[src/hdl/dot11_tx_macros.svh]
`ifndef DOT11_TX_MACROS_SVH
`define DOT11_TX_MACROS_SVH

// Block RAM geometry
`define DOT11_WORD_W 64
`define DOT11_ADDR_W 12

// Field lengths in bits
`define DOT11_SIG_BITS 24
`define DOT11_SERVICE_BITS 16
`define DOT11_TAIL_BITS 6
`define DOT11_FCS_BITS 32

// Byte length inside the SIGNAL word, bits 16:5
`define DOT11_LEN_LSB 5
`define DOT11_LEN_W 12

// First PSDU word in the packet RAM
`define DOT11_PSDU_ADDR 2

`endif

[src/hdl/dot11_ctrl_pkg.sv]
package dot11_ctrl_pkg;

    // Framer sequence, one state per transmitted field
    typedef enum logic [2:0] {
        IDLE,
        SIGNAL,
        SERVICE,
        PSDU,
        FCS,
        TAIL,
        PAD,
        LAST
    } framer_state_t;

    // Bit position inside the current field, wide enough for a 65535 byte PSDU
    typedef logic [18:0] bit_cnt_t;

endpackage

[src/hdl/dot11_phy_pkg.sv]
`include "dot11_tx_macros.svh"

package dot11_phy_pkg;

    typedef logic [`DOT11_WORD_W-1:0] ram_word_t;
    typedef logic [`DOT11_ADDR_W-1:0] ram_addr_t;
    typedef logic [3:0]               rate_code_t;
    typedef logic [8:0]               dbps_t;
    typedef logic [18:0]              psdu_bits_t;
    // Bit 0 is g0 (133 octal), bit 1 is g1 (171 octal)
    typedef logic [1:0]               coded_pair_t;
    typedef logic [6:0]               scram_state_t;

    // Data bits per OFDM symbol, unknown codes fall back to 6 Mbps
    function automatic dbps_t rate_to_dbps(input rate_code_t rate);
        case (rate)
            4'b1011: return dbps_t'(24);
            4'b1111: return dbps_t'(36);
            4'b1010: return dbps_t'(48);
            4'b1110: return dbps_t'(72);
            4'b1001: return dbps_t'(96);
            4'b1101: return dbps_t'(144);
            4'b1000: return dbps_t'(192);
            4'b1100: return dbps_t'(216);
            default: return dbps_t'(24);
        endcase
    endfunction

endpackage

[src/hdl/conv_encoder_out.sv]
`timescale 1ns/1ps

module conv_encoder_out
    import dot11_phy_pkg::*;
(
    input  logic        clk,
    input  logic        reset_int,
    input  logic        i_bit,
    input  logic        i_bit_valid,
    input  logic        i_bit_first,
    input  logic        i_bit_last,
    output logic        o_bit_ready,
    output coded_pair_t o_bits,
    output logic        o_valid,
    input  logic        i_ready,
    output logic        o_done
);

    logic [5:0]  shift_q;
    logic [5:0]  shift_eff;
    logic        last_q;
    logic        accept;
    coded_pair_t pair;

    //////////////////////////////////////////////////
    // K=7 rate 1/2 code
    //////////////////////////////////////////////////

    // Bit 0 of the shift register is the most recent input
    assign shift_eff = i_bit_first ? 6'b0 : shift_q;

    assign pair[0] = i_bit ^ shift_eff[1] ^ shift_eff[2] ^ shift_eff[4] ^ shift_eff[5];
    assign pair[1] = i_bit ^ shift_eff[0] ^ shift_eff[1] ^ shift_eff[2] ^ shift_eff[5];

    // Slot takes a new pair when empty or draining this cycle
    assign o_bit_ready = !o_valid || i_ready;
    assign accept      = i_bit_valid && o_bit_ready;

    always_ff @(posedge clk) begin
        if (reset_int) begin
            shift_q <= '0;
            o_valid <= 1'b0;
            last_q  <= 1'b0;
            o_done  <= 1'b0;
        end else begin
            o_done <= o_valid && i_ready && last_q;
            if (accept) begin
                // Zeroed after the last bit so the next packet starts clean
                shift_q <= i_bit_last ? 6'b0 : {shift_eff[4:0], i_bit};
                o_valid <= 1'b1;
                last_q  <= i_bit_last;
            end else if (i_ready) begin
                o_valid <= 1'b0;
            end
        end
    end

    always_ff @(posedge clk) begin
        if (accept) begin
            o_bits <= pair;
        end
    end

    a_valid_hold: assert property (@(posedge clk) disable iff (reset_int)
        o_valid && !i_ready |=> o_valid && $stable(o_bits));

endmodule

[src/hdl/dot11_tx_encoder.sv]
`timescale 1ns/1ps

module dot11_tx_encoder
    import dot11_phy_pkg::*;
(
    input  logic         clk,
    input  logic         reset_int,
    input  logic         i_start,
    input  scram_state_t i_data_scram_init,
    input  ram_word_t    i_bram_din,
    output ram_addr_t    o_bram_addr,
    output coded_pair_t  o_bits,
    output logic         o_valid,
    input  logic         i_ready,
    output logic         o_done
);

    logic       capture;
    dbps_t      dbps;
    psdu_bits_t psdu_bits;
    logic       enc_bit;
    logic       enc_bit_valid;
    logic       enc_bit_first;
    logic       enc_bit_last;
    logic       enc_bit_ready;

    sig_field_decode u_decode (
        .clk         (clk),
        .reset_int   (reset_int),
        .i_capture   (capture),
        .i_word      (i_bram_din),
        .o_dbps      (dbps),
        .o_psdu_bits (psdu_bits)
    );

    tx_bit_framer u_framer (
        .clk               (clk),
        .reset_int         (reset_int),
        .i_start           (i_start),
        .i_data_scram_init (i_data_scram_init),
        .i_bram_din        (i_bram_din),
        .o_bram_addr       (o_bram_addr),
        .o_capture         (capture),
        .i_dbps            (dbps),
        .i_psdu_bits       (psdu_bits),
        .o_bit             (enc_bit),
        .o_bit_valid       (enc_bit_valid),
        .o_bit_first       (enc_bit_first),
        .o_bit_last        (enc_bit_last),
        .i_bit_ready       (enc_bit_ready)
    );

    conv_encoder_out u_encoder (
        .clk         (clk),
        .reset_int   (reset_int),
        .i_bit       (enc_bit),
        .i_bit_valid (enc_bit_valid),
        .i_bit_first (enc_bit_first),
        .i_bit_last  (enc_bit_last),
        .o_bit_ready (enc_bit_ready),
        .o_bits      (o_bits),
        .o_valid     (o_valid),
        .i_ready     (i_ready),
        .o_done      (o_done)
    );

endmodule

[src/hdl/sig_field_decode.sv]
`timescale 1ns/1ps

`include "dot11_tx_macros.svh"

module sig_field_decode
    import dot11_phy_pkg::*;
(
    input  logic       clk,
    input  logic       reset_int,
    input  logic       i_capture,
    input  ram_word_t  i_word,
    output dbps_t      o_dbps,
    output psdu_bits_t o_psdu_bits
);

    rate_code_t                  rate_q;
    logic [`DOT11_LEN_W-1:0]     len_q;

    //////////////////////////////////////////////////
    // SIGNAL word capture
    //////////////////////////////////////////////////

    // Rate sits in the low nibble, length in bytes above the reserved bit
    always_ff @(posedge clk) begin
        if (reset_int) begin
            rate_q <= '0;
            len_q  <= '0;
        end else if (i_capture) begin
            rate_q <= i_word[$bits(rate_code_t)-1:0];
            len_q  <= i_word[`DOT11_LEN_LSB +: `DOT11_LEN_W];
        end
    end

    //////////////////////////////////////////////////
    // Field translation
    //////////////////////////////////////////////////

    always_comb begin
        o_dbps = rate_to_dbps(rate_q);
    end

    // Bytes to bits, the count still includes the FCS
    always_comb begin
        o_psdu_bits = psdu_bits_t'({len_q, 3'b000});
    end

endmodule

[src/hdl/tx_bit_framer.sv]
`timescale 1ns/1ps

`include "dot11_tx_macros.svh"

module tx_bit_framer
    import dot11_phy_pkg::*;
    import dot11_ctrl_pkg::*;
(
    input  logic         clk,
    input  logic         reset_int,
    input  logic         i_start,
    input  scram_state_t i_data_scram_init,
    input  ram_word_t    i_bram_din,
    output ram_addr_t    o_bram_addr,
    output logic         o_capture,
    input  dbps_t        i_dbps,
    input  psdu_bits_t   i_psdu_bits,
    output logic         o_bit,
    output logic         o_bit_valid,
    output logic         o_bit_first,
    output logic         o_bit_last,
    input  logic         i_bit_ready
);

    localparam bit_cnt_t SIG_LAST     = bit_cnt_t'(`DOT11_SIG_BITS - 1);
    localparam bit_cnt_t SERVICE_LAST = bit_cnt_t'(`DOT11_SERVICE_BITS - 1);
    localparam bit_cnt_t FCS_LAST     = bit_cnt_t'(`DOT11_FCS_BITS - 1);
    localparam bit_cnt_t TAIL_LAST    = bit_cnt_t'(`DOT11_TAIL_BITS - 1);
    localparam logic [31:0] CRC_POLY_REFL = 32'hEDB88320;

    framer_state_t               state;
    logic                        sig_wait;
    bit_cnt_t                    bit_cnt;
    dbps_t                       sym_cnt;
    scram_state_t                scram_q;
    logic [`DOT11_FCS_BITS-1:0]  crc_q;
    logic [`DOT11_FCS_BITS-1:0]  crc_nxt;
    logic [3:0]                  last_nibble;
    logic                        xfer;
    logic                        sym_wrap;
    logic                        scram_fb;
    logic                        psdu_bit;

    assign xfer     = o_bit_valid && i_bit_ready;
    assign sym_wrap = (sym_cnt == dbps_t'(i_dbps - 9'd1));
    assign scram_fb = scram_q[6] ^ scram_q[3];

    // Top nibble is read from a copy taken before the address moves on
    assign psdu_bit = (bit_cnt[5:2] == 4'hF) ? last_nibble[bit_cnt[1:0]]
                                             : i_bram_din[bit_cnt[5:0]];

    assign crc_nxt = {1'b0, crc_q[31:1]} ^ ((crc_q[0] ^ psdu_bit) ? CRC_POLY_REFL : 32'h0);

    //////////////////////////////////////////////////
    // Handshake and bit source
    //////////////////////////////////////////////////

    assign o_bit_valid = (state != IDLE) && (state != LAST) && !sig_wait;
    assign o_capture   = (state == SIGNAL) && !sig_wait && (bit_cnt == '0);
    assign o_bit_first = (state == SERVICE) && (bit_cnt == '0);
    // Final bit of the packet, the last tail bit when no pad is needed
    assign o_bit_last  = sym_wrap && ((state == PAD) ||
                                      ((state == TAIL) && (bit_cnt == TAIL_LAST)));

    always_comb begin
        case (state)
            SIGNAL:       o_bit = i_bram_din[bit_cnt[4:0]];
            SERVICE, PAD: o_bit = scram_fb;
            PSDU:         o_bit = scram_fb ^ psdu_bit;
            FCS:          o_bit = scram_fb ^ ~crc_q[bit_cnt[4:0]];
            default:      o_bit = 1'b0;
        endcase
    end

    //////////////////////////////////////////////////
    // Field sequencer
    //////////////////////////////////////////////////

    always_ff @(posedge clk) begin
        if (reset_int) begin
            state       <= IDLE;
            sig_wait    <= 1'b0;
            bit_cnt     <= '0;
            sym_cnt     <= '0;
            o_bram_addr <= '0;
        end else begin
            sig_wait <= 1'b0;
            case (state)
                IDLE: begin
                    // Word 0 shows up on the RAM port one cycle after the address
                    if (i_start) begin
                        state       <= SIGNAL;
                        sig_wait    <= 1'b1;
                        bit_cnt     <= '0;
                        o_bram_addr <= '0;
                    end
                end
                SIGNAL: begin
                    if (xfer) begin
                        if (bit_cnt == SIG_LAST) begin
                            state       <= SERVICE;
                            bit_cnt     <= '0;
                            sym_cnt     <= '0;
                            o_bram_addr <= ram_addr_t'(`DOT11_PSDU_ADDR);
                        end else begin
                            bit_cnt <= bit_cnt + 1'b1;
                        end
                    end
                end
                SERVICE: begin
                    if (xfer) begin
                        if (bit_cnt == SERVICE_LAST) begin
                            bit_cnt <= '0;
                            state   <= (i_psdu_bits > psdu_bits_t'(`DOT11_FCS_BITS)) ? PSDU : FCS;
                        end else begin
                            bit_cnt <= bit_cnt + 1'b1;
                        end
                    end
                end
                PSDU: begin
                    if (xfer) begin
                        if (bit_cnt[5:0] == 6'd62) begin
                            o_bram_addr <= o_bram_addr + 1'b1;
                        end
                        if (bit_cnt == bit_cnt_t'(i_psdu_bits - 19'd33)) begin
                            state   <= FCS;
                            bit_cnt <= '0;
                        end else begin
                            bit_cnt <= bit_cnt + 1'b1;
                        end
                    end
                end
                FCS: begin
                    if (xfer) begin
                        if (bit_cnt == FCS_LAST) begin
                            state   <= TAIL;
                            bit_cnt <= '0;
                        end else begin
                            bit_cnt <= bit_cnt + 1'b1;
                        end
                    end
                end
                TAIL: begin
                    if (xfer) begin
                        if (bit_cnt == TAIL_LAST) begin
                            bit_cnt <= '0;
                            state   <= sym_wrap ? LAST : PAD;
                        end else begin
                            bit_cnt <= bit_cnt + 1'b1;
                        end
                    end
                end
                PAD: begin
                    if (xfer && sym_wrap) begin
                        state <= LAST;
                    end
                end
                default: begin
                    state <= IDLE;
                end
            endcase

            // Data bits modulo N_DBPS, SIGNAL is its own symbol
            if (xfer && (state != SIGNAL)) begin
                sym_cnt <= sym_wrap ? '0 : sym_cnt + 1'b1;
            end
        end
    end

    //////////////////////////////////////////////////
    // Scrambler and FCS
    //////////////////////////////////////////////////

    always_ff @(posedge clk) begin
        if (xfer && (state == SIGNAL) && (bit_cnt == SIG_LAST)) begin
            scram_q <= i_data_scram_init;
            crc_q   <= '1;
        end else if (xfer && (state inside {SERVICE, PSDU, FCS, PAD})) begin
            // Tail bits leave the scrambler untouched
            scram_q <= {scram_q[5:0], scram_fb};
        end
        if (xfer && (state == PSDU)) begin
            crc_q <= crc_nxt;
            if (bit_cnt[5:0] == 6'd59) begin
                last_nibble <= i_bram_din[63:60];
            end
        end
    end

    a_bit_stable: assert property (@(posedge clk) disable iff (reset_int)
        o_bit_valid && !i_bit_ready |=> o_bit_valid && $stable(o_bit));

    // A zero length pad goes from TAIL straight to LAST
    a_pad_entry: assert property (@(posedge clk) disable iff (reset_int)
        $rose(state == PAD) |-> sym_cnt != '0);

endmodule

[config.mk]
export PLATFORM = sky130hd
export DESIGN_NAME = dot11_tx_encoder
export DESIGN_NICKNAME = d
export VERILOG_FILES = /design/src/hdl/dot11_ctrl_pkg.sv /design/src/hdl/dot11_phy_pkg.sv /design/src/hdl/conv_encoder_out.sv /design/src/hdl/dot11_tx_encoder.sv /design/src/hdl/sig_field_decode.sv /design/src/hdl/tx_bit_framer.sv
export VERILOG_INCLUDE_DIRS = /design/src /design/src/hdl
export SDC_FILE = /design/constraint.sdc
export NUM_CORES = 1
export LEC_CHECK = 0
export BUFFER_PORTS_ARGS = -buffer_cell sky130_fd_sc_hd__buf_4
export CORE_ASPECT_RATIO = 0.7
export CORE_UTILIZATION = 53
export CTS_CLUSTER_SIZE = 12
export DETAILED_ROUTE_END_ITERATION = 10
export PLACE_DENSITY = 0.86
export SETUP_SLACK_MARGIN = 0.02
export SLEW_MARGIN = 20
export SYNTH_ARGS = -nofsm -noshare
export SYNTH_HDL_FRONTEND = slang
export SYNTH_SLANG_ARGS = --single-unit
[constraint.sdc]
create_clock -name clk -period 3.3 [get_ports clk]
set_input_delay 0.33 -clock clk [delete_from_list [all_inputs] [get_ports clk]]
set_output_delay 0.33 -clock clk [all_outputs]
set_load 0.1 [all_outputs]
## Word-level counts from Yosys, hierarchy flattened

Memories as Yosys holds them, arrays and structs flattened. A register that Yosys moved wholly into a read port is not among the register bits.
Index checks and enable logic that the tools add are counted.

- Bits in registers: 114
- Memory bits (read-only): 96
- Logic and storage cells: 170
- Memories kept: 1

- Add/subtract/negate cells: 5
- $lt $le $gt $ge: 5
- Equality and inequality tests: 30
- Multiplexer cells: 60
- Bitwise operators: 15
- Reduce and logical (&&, ||, !) cells: 39

Memory list:

| name | depth | width | read ports | clocked after Yosys merged registers in | write ports | line | text |
|---|---|---|---|---|---|---|---|
| (name not given) | 16 | 6 | 1 | 1 | 0 | dot11_phy_pkg.sv:16 | `case (rate)` |

Operators with widths:

| cell | number |
|---|---|
| two-way mux 19 bit | 11 |
| one-hot mux 19 bit (6 select lines) | 1 |
| two-way mux 32 bit | 3 |
| two-way mux 12 bit | 5 |
| two-way mux 9 bit | 5 |
| two-way mux 3 bit | 13 |
| == test 19 x 5 -> 1 bit, second input constant | 2 |
| one-hot mux 12 bit (3 select lines) | 1 |
| XOR 31 x 32 -> 32 bit | 1 |
| one-hot mux 3 bit (7 select lines) | 1 |
| != test 2 x 1 -> 1 bit, second input constant | 10 |
| adder 19 x 1 -> 19 bit, second input constant | 1 |
| == test 19 bit | 1 |
| == test 19 x 3 -> 1 bit, second input constant | 1 |
| == test 19 x 4 -> 1 bit, second input constant | 1 |
| zero test 19 bit | 1 |
| logical AND 1 bit | 16 |
| subtractor 15 x 6 -> 16 bit, second input constant | 1 |
| greater-than comparator 15 x 6 -> 1 bit, second input constant | 1 |
| two-way mux 7 bit | 2 |
| adder 12 x 1 -> 12 bit, second input constant | 1 |
| == test 6 bit, second input constant | 2 |
| two-way mux 6 bit | 2 |
| AND reduction 12 bit | 1 |
| 34 further kinds | 70 |

## Logic depth before layout (Yosys ltp)

Gate-level depths: netlist of the first run.

- Depth in word-level cells: 9
- Gate-level depth with buffers: 13
- Mapped depth without buffers: 10

## Modules after synthesis

Synthesis of the first run repeated with hierarchy kept, for this count alone.

- Cell total of the unflattened synthesis: 806
- Area total of the unflattened synthesis: 7642.3 sq um

Modules (own cells, without submodules):

| module | times used | cells an instance | area an instance (sq um) | sequential area each (sq um) |
|---|---|---|---|---|
| tx_bit_framer | 1 | 673 | 6293.5 | 2172.1 |
| sig_field_decode | 1 | 86 | 904.6 | 440.4 |
| conv_encoder_out | 1 | 47 | 444.2 | 240.2 |

## Least setup slack after synthesis of the first run

Ideal clock, no wire load.

- Path kind: register -> register
- From: register u_encoder.o_valid
- To: register u_framer.crc_q[0], enable pin
- Arrival time: 2663 ps
- Path slack: 159 ps
- Stages on the path, launching flop included: 8
- Buffers on the path: 2
- Period minus slack after synthesis: 3141 ps
- Cells stage by stage: dfxtp_1 > nand2b_1 > nand4_1 > inv_1 > clkbuf_1 > nand2_1 > clkbuf_1 > nand2_1

- Word-level cells in the longest chain between the ends: 6

RTL lines:

| what | line | text |
|---|---|---|
| start, declared | conv_encoder_out.sv:14 | `output logic o_valid,` |
| start signal, assigned | conv_encoder_out.sv:42 | `o_valid <= 1'b0;` |
| start signal, assigned | conv_encoder_out.sv:50 | `o_valid <= 1'b1;` |
| start signal, assigned | conv_encoder_out.sv:53 | `o_valid <= 1'b0;` |
| zero test 1 bit (*) | conv_encoder_out.sv:36 | `assign o_bit_ready = !o_valid \|\| i_ready;` |
| logical OR 1 bit (*) | conv_encoder_out.sv:36 |  |
| logical AND 1 bit (*) | tx_bit_framer.sv:44 | `assign xfer = o_bit_valid && i_bit_ready;` |
| logical AND 1 bit (2 in series) | tx_bit_framer.sv:175 | `if (xfer && (state == SIGNAL) && (bit_cnt == SIG_LAST)) begin` |
| nonzero test 2 bit (no source line) (*) | - |  |
| end signal, assigned | tx_bit_framer.sv:183 | `crc_q <= crc_nxt;` |
| end, declared | tx_bit_framer.sv:36 | `` logic [`DOT11_FCS_BITS-1:0] crc_q; `` |

Mark *: on every way between the ends. The rest lies on a longest branch, timed or not.
A chain may end at the register's enable or synchronous reset.

## Final worst setup path of the first run

- From: register u_framer.bit_cnt[18]
- To: register, netlist name u_decode.o_dbps[3]

- Word-level cells in the longest chain between the ends: 4

RTL lines:

| what | line | text |
|---|---|---|
| start, declared | tx_bit_framer.sv:33 | `bit_cnt_t bit_cnt;` |
| start signal, assigned | tx_bit_framer.sv:106 | `bit_cnt <= bit_cnt + 1'b1;` |
| start signal, assigned | tx_bit_framer.sv:116 | `bit_cnt <= bit_cnt + 1'b1;` |
| start signal, assigned | tx_bit_framer.sv:129 | `bit_cnt <= bit_cnt + 1'b1;` |
| zero test 19 bit | tx_bit_framer.sv:59 | `assign o_capture = (state == SIGNAL) && !sig_wait && (bit_cnt == '0);` |
| logical AND 1 bit | tx_bit_framer.sv:59 |  |
| two-way mux 4 bit (no source line) (2 in series) | - |  |

No other way between the ends.

==> impl_metrics.ini, run 1 <==
[yosys]
synth_seq_cells = 120
synth.distinct_cells = 67
yosysSeqAreaShare = 0.392
async_flop_share = 0
synth_flop_cell = dfxtp_1
synth_edf_count = 45
synth_top_cell_by_area = dfxtp_1
yosys_warnings = 0
syn_area_per_cell_um2 = 9.24
mappedNetlistArea_um2 = 7270
yosys.area.top_type_share = 0.207
synth_cells = 787
syn_nets = 873
synth.top_cells.by_area = dfxtp_1 (21%), edfxtp_1 (19%), mux4_2 (6.8%), nand2_1 (4.3%), nor2_1 (3.6%)

[power_and_ir_drop]
power_density_nw_per_um2 = 584
p_sw_frac = 0.333
p_seq_frac = 0.334
clockPowerShare = 0.365
power_frac_comb = 0.301
p_int_mw = 3.45
net-switching-power_mw = 1.72
ir_drop_v = 0.000373
leakagePower_nw = 3.40

[timing]
worst_pin_slew_ps = 1110
setup_viol = 0
slew_violations = 0
hold_viol_final = 0
clock_skew_ps = 12.2
max_slew_margin = 0.260
fin_crit_ps = 3000
finalCritPeriodShare = 0.909
rsz0062_at_grt = false
max_freq_ghz = 0.333
setup_tns_ps = 0

[cts]
worstSkewPairLatency_ps = 410
cts_buffers = 17
clock-sinks = 120
ctsHoldBuffers = 0
post-cts-setup-buffer-count = 0
cts_max_path_buffers = 2
cts_tree = yes
clk_pin_slew_ps = 60
htreeDepth = 4
root_buffer = clkbuf_16

[grt]
globalRouteOverflowTotal = 0
grt_pass1_vias = 6281
grt_max_degree = 55
grt.total_usage = 0.291
grt_pass1_wl_um = 32200
antenna_found_initial = 0

[placement]
port-buffer-count = 90
place_hpwl_um = 13800
gp_congestion = 0.911
dpl-instance-area_um2 = 8240
dp_cells = 1046

[cells_and_area]
fin_area_um2 = 8860
area_growth_pct = 21.8
utilization = 0.667
nNetsFinal = 966
diodes = 0
drive_above_1_share = 0.232
final_cells = 1078

[floorplan]
dieArea_um2 = 14200
initial_core_util = 0.548
rows = 35
fp.dieW_um = 142
ios = 91
core_um2 = 13300
die_h_um = 100

[outcome]
status = complete, no violations

[worst_setup_path]
cp-start-kind = flip-flop
criticalPathCategory = reg -> reg
reg2reg_slack_ps = 300
r2r_cells = 11
rr_startpoint = u_framer.bit_cnt[18]$_SDFFE_PP0P_
crit_required_ps = 3580
cp_max_fo = 5
arrival_ps = 3280
timing.rr.end = u_decode.o_dbps[3]$_SDFF_PN1_
cp-end-kind = flip-flop

[route]
dr.first_iter.drc_count = 888
antenna_left = 0
firstDrtPassIters = 8
wire_per_inst_um = 18.2
totalWireLength_um = 19600
num_vias = 6761
vias_per_cell = 6.27
drcViolationCount = 0

[worst_hold_path]
hp-class = in -> reg
hold_path_depth = 1
min_from = i_bram_din[62]
min_to = u_framer.last_nibble[2]$_DFFE_PP_

[flow_run]
drv_cap = 0
## cell usage after synthesis, types with 13 or more instances
master / instances
mux4_2: 22
dfxtp_1: 75
edfxtp_1: 45
or3_1: 27
xnor2_1: 27
o21ai_0: 33
nand3_1: 29
inv_1: 22
and3_1: 26
nand4_1: 13
mux2i_1: 26
nand2_1: 83
clkbuf_1: 36
a21oi_1: 45
nor2_1: 70
## kinds of logic after synthesis
logic type                 synth area share
muxes                                 0.123
adders and majority gates            0.0189
AOI/OAI and AO/OA                     0.143
buffers and inverters                0.0451
xor gates and xnor gates             0.0458
and+or+nand+nor                       0.233
DFF                                   0.392
## how the worst max path moves through the flow
stage,start,to,slack (ps),cells past startpoint
floorplan,u_encoder.o_valid$_SDFFE_PP0P_,u_framer.crc_q[0]$_SDFFCE_PN1P_,160,7
global placement,u_framer.bit_cnt[0]$_SDFFE_PP0P_,u_encoder.o_bits[1]$_DFFE_PP_,250,8
detailed placement,u_framer.bit_cnt[0]$_SDFFE_PP0P_,u_encoder.o_bits[0]$_DFFE_PP_,160,8
CTS,u_framer.bit_cnt[0]$_SDFFE_PP0P_,u_encoder.o_bits[0]$_DFFE_PP_,150,8
global route,u_decode.len_q[5]$_SDFFE_PP0P_,u_framer.bit_cnt[10]$_SDFFE_PP0P_,70,10
finish,u_framer.bit_cnt[18]$_SDFFE_PP0P_,u_decode.o_dbps[3]$_SDFF_PN1_,300,11
## power by group through the flow
stage                     clock [mW]  sequential [mW]  combinational [mW]
after floorplan                    0             1.82               0.956
after global placement             0             1.75                1.47
after detailed placement           0             1.75                1.49
after CTS                       1.91             1.73                1.52
after global routing            1.97             1.74                1.68
final                           1.89             1.73                1.55
## critical path, cell delays in order, from the launching register on
cell and delay, ps:
dfxtp_1 360, nor4_2 410, buf_4 210, nand2_1 80, nor2_1 260, and4_1 430
nand2_1 120, a21oi_1 240, inv_1 70, ha_1 210, nor4_1 320, o21ai_0 150
## final cells by class
type | count | area, um2
multi-input cells | 590 | 4100
fillers | 1030 | 4410
well taps | 185 | 231
repair buffers | 128 | 973
inverters | 23 | 86.3
flip-flops and latches | 120 | 2850
clock inverters | 7 | 91.3
clock buffers | 25 | 517
## registers in the layout (all words and copies together), names as in the netlist, 6 cells and up
name                  flops
u_framer.bit_cnt         19
u_framer.scram_q          7
u_framer.o_bram_addr     12
u_framer.sym_cnt          9
u_framer.crc_q           32
u_encoder.shift_q         6
u_decode.o_dbps           6
u_decode.len_q           12
## timing repair
| action | in CTS | in global routing |
|---|---|---|
| endpoints found under the hold margin | 0 | 0 |
| setup endpoints to repair | 0 | 2 |
| gates resized for setup | 0 | 2 |
## routing by layer
metal,wire (um),vias to the layer above,track usage
li1,-,3136,-
met1,8670,3189,0.413
met2,8610,406,0.441
met3,2110,30,0.0749
met4,259,0,0.0786
met5,0,-,0
## per-stage QoR
stage	setup slack [ps]	total power, mW	hold WS, ps
floorplan	159	2.78	429
global placement	248	3.21	448
detailed placement	158	3.25	460
CTS	155	5.15	79.8
global route	71.5	5.39	81.0
finish	301	5.17	90.2
## cell usage in the layout, fill, tap and decap left out, types with 12 or more instances in the layout
| cell | synthesis | routed |
|---|---|---|
| nand2_1 | 83 | 83 |
| and3_1 | 26 | 26 |
| nand4_1 | 13 | 13 |
| xnor2_1 | 27 | 27 |
| nor3_1 | 12 | 12 |
| buf_4 | 3 | 127 |
| nand3_1 | 29 | 29 |
| mux4_2 | 22 | 22 |
| nor2_1 | 70 | 70 |
| dfxtp_1 | 75 | 74 |
| inv_1 | 22 | 22 |
| o21ai_0 | 33 | 33 |
| a21oi_1 | 45 | 45 |
| edfxtp_1 | 45 | 45 |
| or3_1 | 27 | 27 |
| mux2i_1 | 26 | 26 |
| clkbuf_16 | 0 | 18 |
| mux2_2 | 12 | 12 |
No activity file was read; power rests on OpenSTA's default activity.
==> run 2, diff against run 1 <==
--- a/config.mk
+++ b/config.mk
@@ -6,7 +6,7 @@
 export SDC_FILE = /design/constraint.sdc
 export NUM_CORES = 1
 export LEC_CHECK = 0
-export BUFFER_PORTS_ARGS = -buffer_cell sky130_fd_sc_hd__buf_4
+export BUFFER_PORTS_ARGS = -buffer_cell sky130_fd_sc_hd__buf_2
 export CORE_ASPECT_RATIO = 0.7
 export CORE_UTILIZATION = 53
 export CTS_CLUSTER_SIZE = 12
==> impl_metrics.ini, run 2 (synthesis gave the netlist of run 1 again) <==
[route]
wl_met2_um = 8430
dr.first_iter.drc_count = 830
top_layer_used = met4
totalWireLength_um = 19400
num_vias = 6761
wl_met1_um = 8580
vias_per_cell = 6.28
met3_length_um = 2120
firstDrtPassIters = 6
antenna_left = 0
drcViolationCount = 0
wire_per_inst_um = 18.0

[cells_and_area]
utilization = 0.650
final_common_cell = buf_2
diodes = 0
final_cell_mix = buf_2 (90), nand2_1 (83), dfxtp_1 (74), nor2_1 (70)
drive_above_1_share = 0.237
regMostFlops = u_framer.crc_q
n_fill_cell = 1037
largest_reg_flops = 32
area_growth_pct = 18.7
nNetsFinal = 965
largest_registers = u_framer.crc_q (32), u_framer.bit_cnt (19)

[worst_setup_path]
criticalPathCategory = reg -> reg
arrival_ps = 3330
cp-start-kind = flip-flop
cp-end-kind = flip-flop
crit_required_ps = 3600
cp_max_fo = 10

[cts]
root_buffer = clkbuf_16
cts_tree = yes
cts_buffers = 17
worstSkewPairLatency_ps = 420
htreeDepth = 4
clock-sinks = 120
clk_pin_slew_ps = 60
cts_max_path_buffers = 2

[power_and_ir_drop]
power_mw = 5.14
power_density_nw_per_um2 = 596
leakagePower_nw = 3.31
ir_drop_v = 0.000386

[grt]
grt_pass1_wl_um = 31800
grt_max_degree = 38
grt.total_usage = 0.287
globalRouteOverflowTotal = 0
grt_pass1_vias = 6399
antenna_found_initial = 0

[floorplan]
rows = 35
initial_core_util = 0.548
fp.dieW_um = 142
dieArea_um2 = 14200
die_h_um = 100
core_um2 = 13300
ios = 91

[timing]
slew_violations = 0
worst_pin_slew_ps = 1180
clock_skew_ps = 7.24
setup_tns_ps = 0
hold_viol_final = 0
max_slew_margin = 0.212
fin_crit_ps = 3030
layout_setup_ws_ps = 269
finalCritPeriodShare = 0.918
setup_viol = 0
max_freq_ghz = 0.330
rsz0062_at_grt = false

[placement]
dp_slack_ps = 249
port-buffer-count = 90
place_hpwl_um = 13600
gp_congestion = 0.907

[flow_run]
drv_cap = 0

[worst_hold_path]
hp-class = in -> reg

[outcome]
status = complete, no violations
==> run 2: cell count changes in the layout (fill, tap and decap cells not counted) <==
cell        change
clkbuf_1        -3
clkinvlp_4      +5
bufinv_16       +1
buf_4          -91
nor2b_2         +1
clkinv_4        +3
clkbuf_8        -4
a22oi_1         -1
a22oi_2         +1
clkbuf_16       -1
nor2b_1         -1
clkinv_2        -1
buf_2          +90
==> run 2: path summary, 6_finish.rpt <==
check	cells past startpoint	startpoint	to	slack, ps
setup reg to reg	10	u_decode.len_q[6]$_SDFFE_PP0P_	u_framer.bit_cnt[17]$_SDFFE_PP0P_	270
hold / removal	1	i_bram_din[63]	u_framer.last_nibble[3]$_DFFE_PP_	90
setup / recovery	10	u_decode.len_q[6]$_SDFFE_PP0P_	u_framer.bit_cnt[17]$_SDFFE_PP0P_	270
hold reg to reg	2	u_decode.rate_q[0]$_SDFFE_PP0P_	u_decode.rate_q[0]$_SDFFE_PP0P_	480
==> run 2: critical path: stages (launching register included) <==
cell      delay (ps)
dfxtp_1          380
or4_1            630
nor3_2           270
a311oi_1         150
a221oi_1         230
nor4_1            90
buf_4            150
a22oi_2          200
buf_4            220
nand3_1          230
o41ai_1          370
==> run 2: where the power goes <==
part	internal, mW	switching [mW]	total [mW]
clock network	1.19	0.696	1.88
logic	0.562	0.984	1.55
registers	1.62	0.0941	1.72
==> run 2: stage by stage <==
step                      hold WS, ps  instance area [um2]  instances
final                            85.6                 8630       1077
after detailed placement          460                 8010       1045
after floorplan                   429                 7270        787
after global placement            450                 8010       1045
after CTS                        73.4                 8610       1077
after global routing             67.0                 8630       1077
==> run 2: routing by layer <==
metal / GRT usage / up-vias
li1: - / 3117
met1: 0.404 / 3205
met2: 0.433 / 407
met3: 0.0744 / 32
met4: 0.0893 / 0
met5: 0 / -
==> run 2: area by class of cell <==
cell class / instances / area [um2] / share of cell area
timing repair buffer: 127 / 741 / 0.0858
clock buffer: 17 / 425 / 0.0493
multi-input combinational: 590 / 4110 / 0.476
tap: 185 / 231 / 0.0268
clock inverter: 15 / 180 / 0.0209
sequential: 120 / 2850 / 0.331
inverter: 23 / 86.3 / 0.0100
==> run 2: what timing repair did <==
item	4_1_cts	5_1_grt
setup endpoints to repair	0	8
gates resized for setup	0	4
hold buffers	0	0
setup buffers	0	0
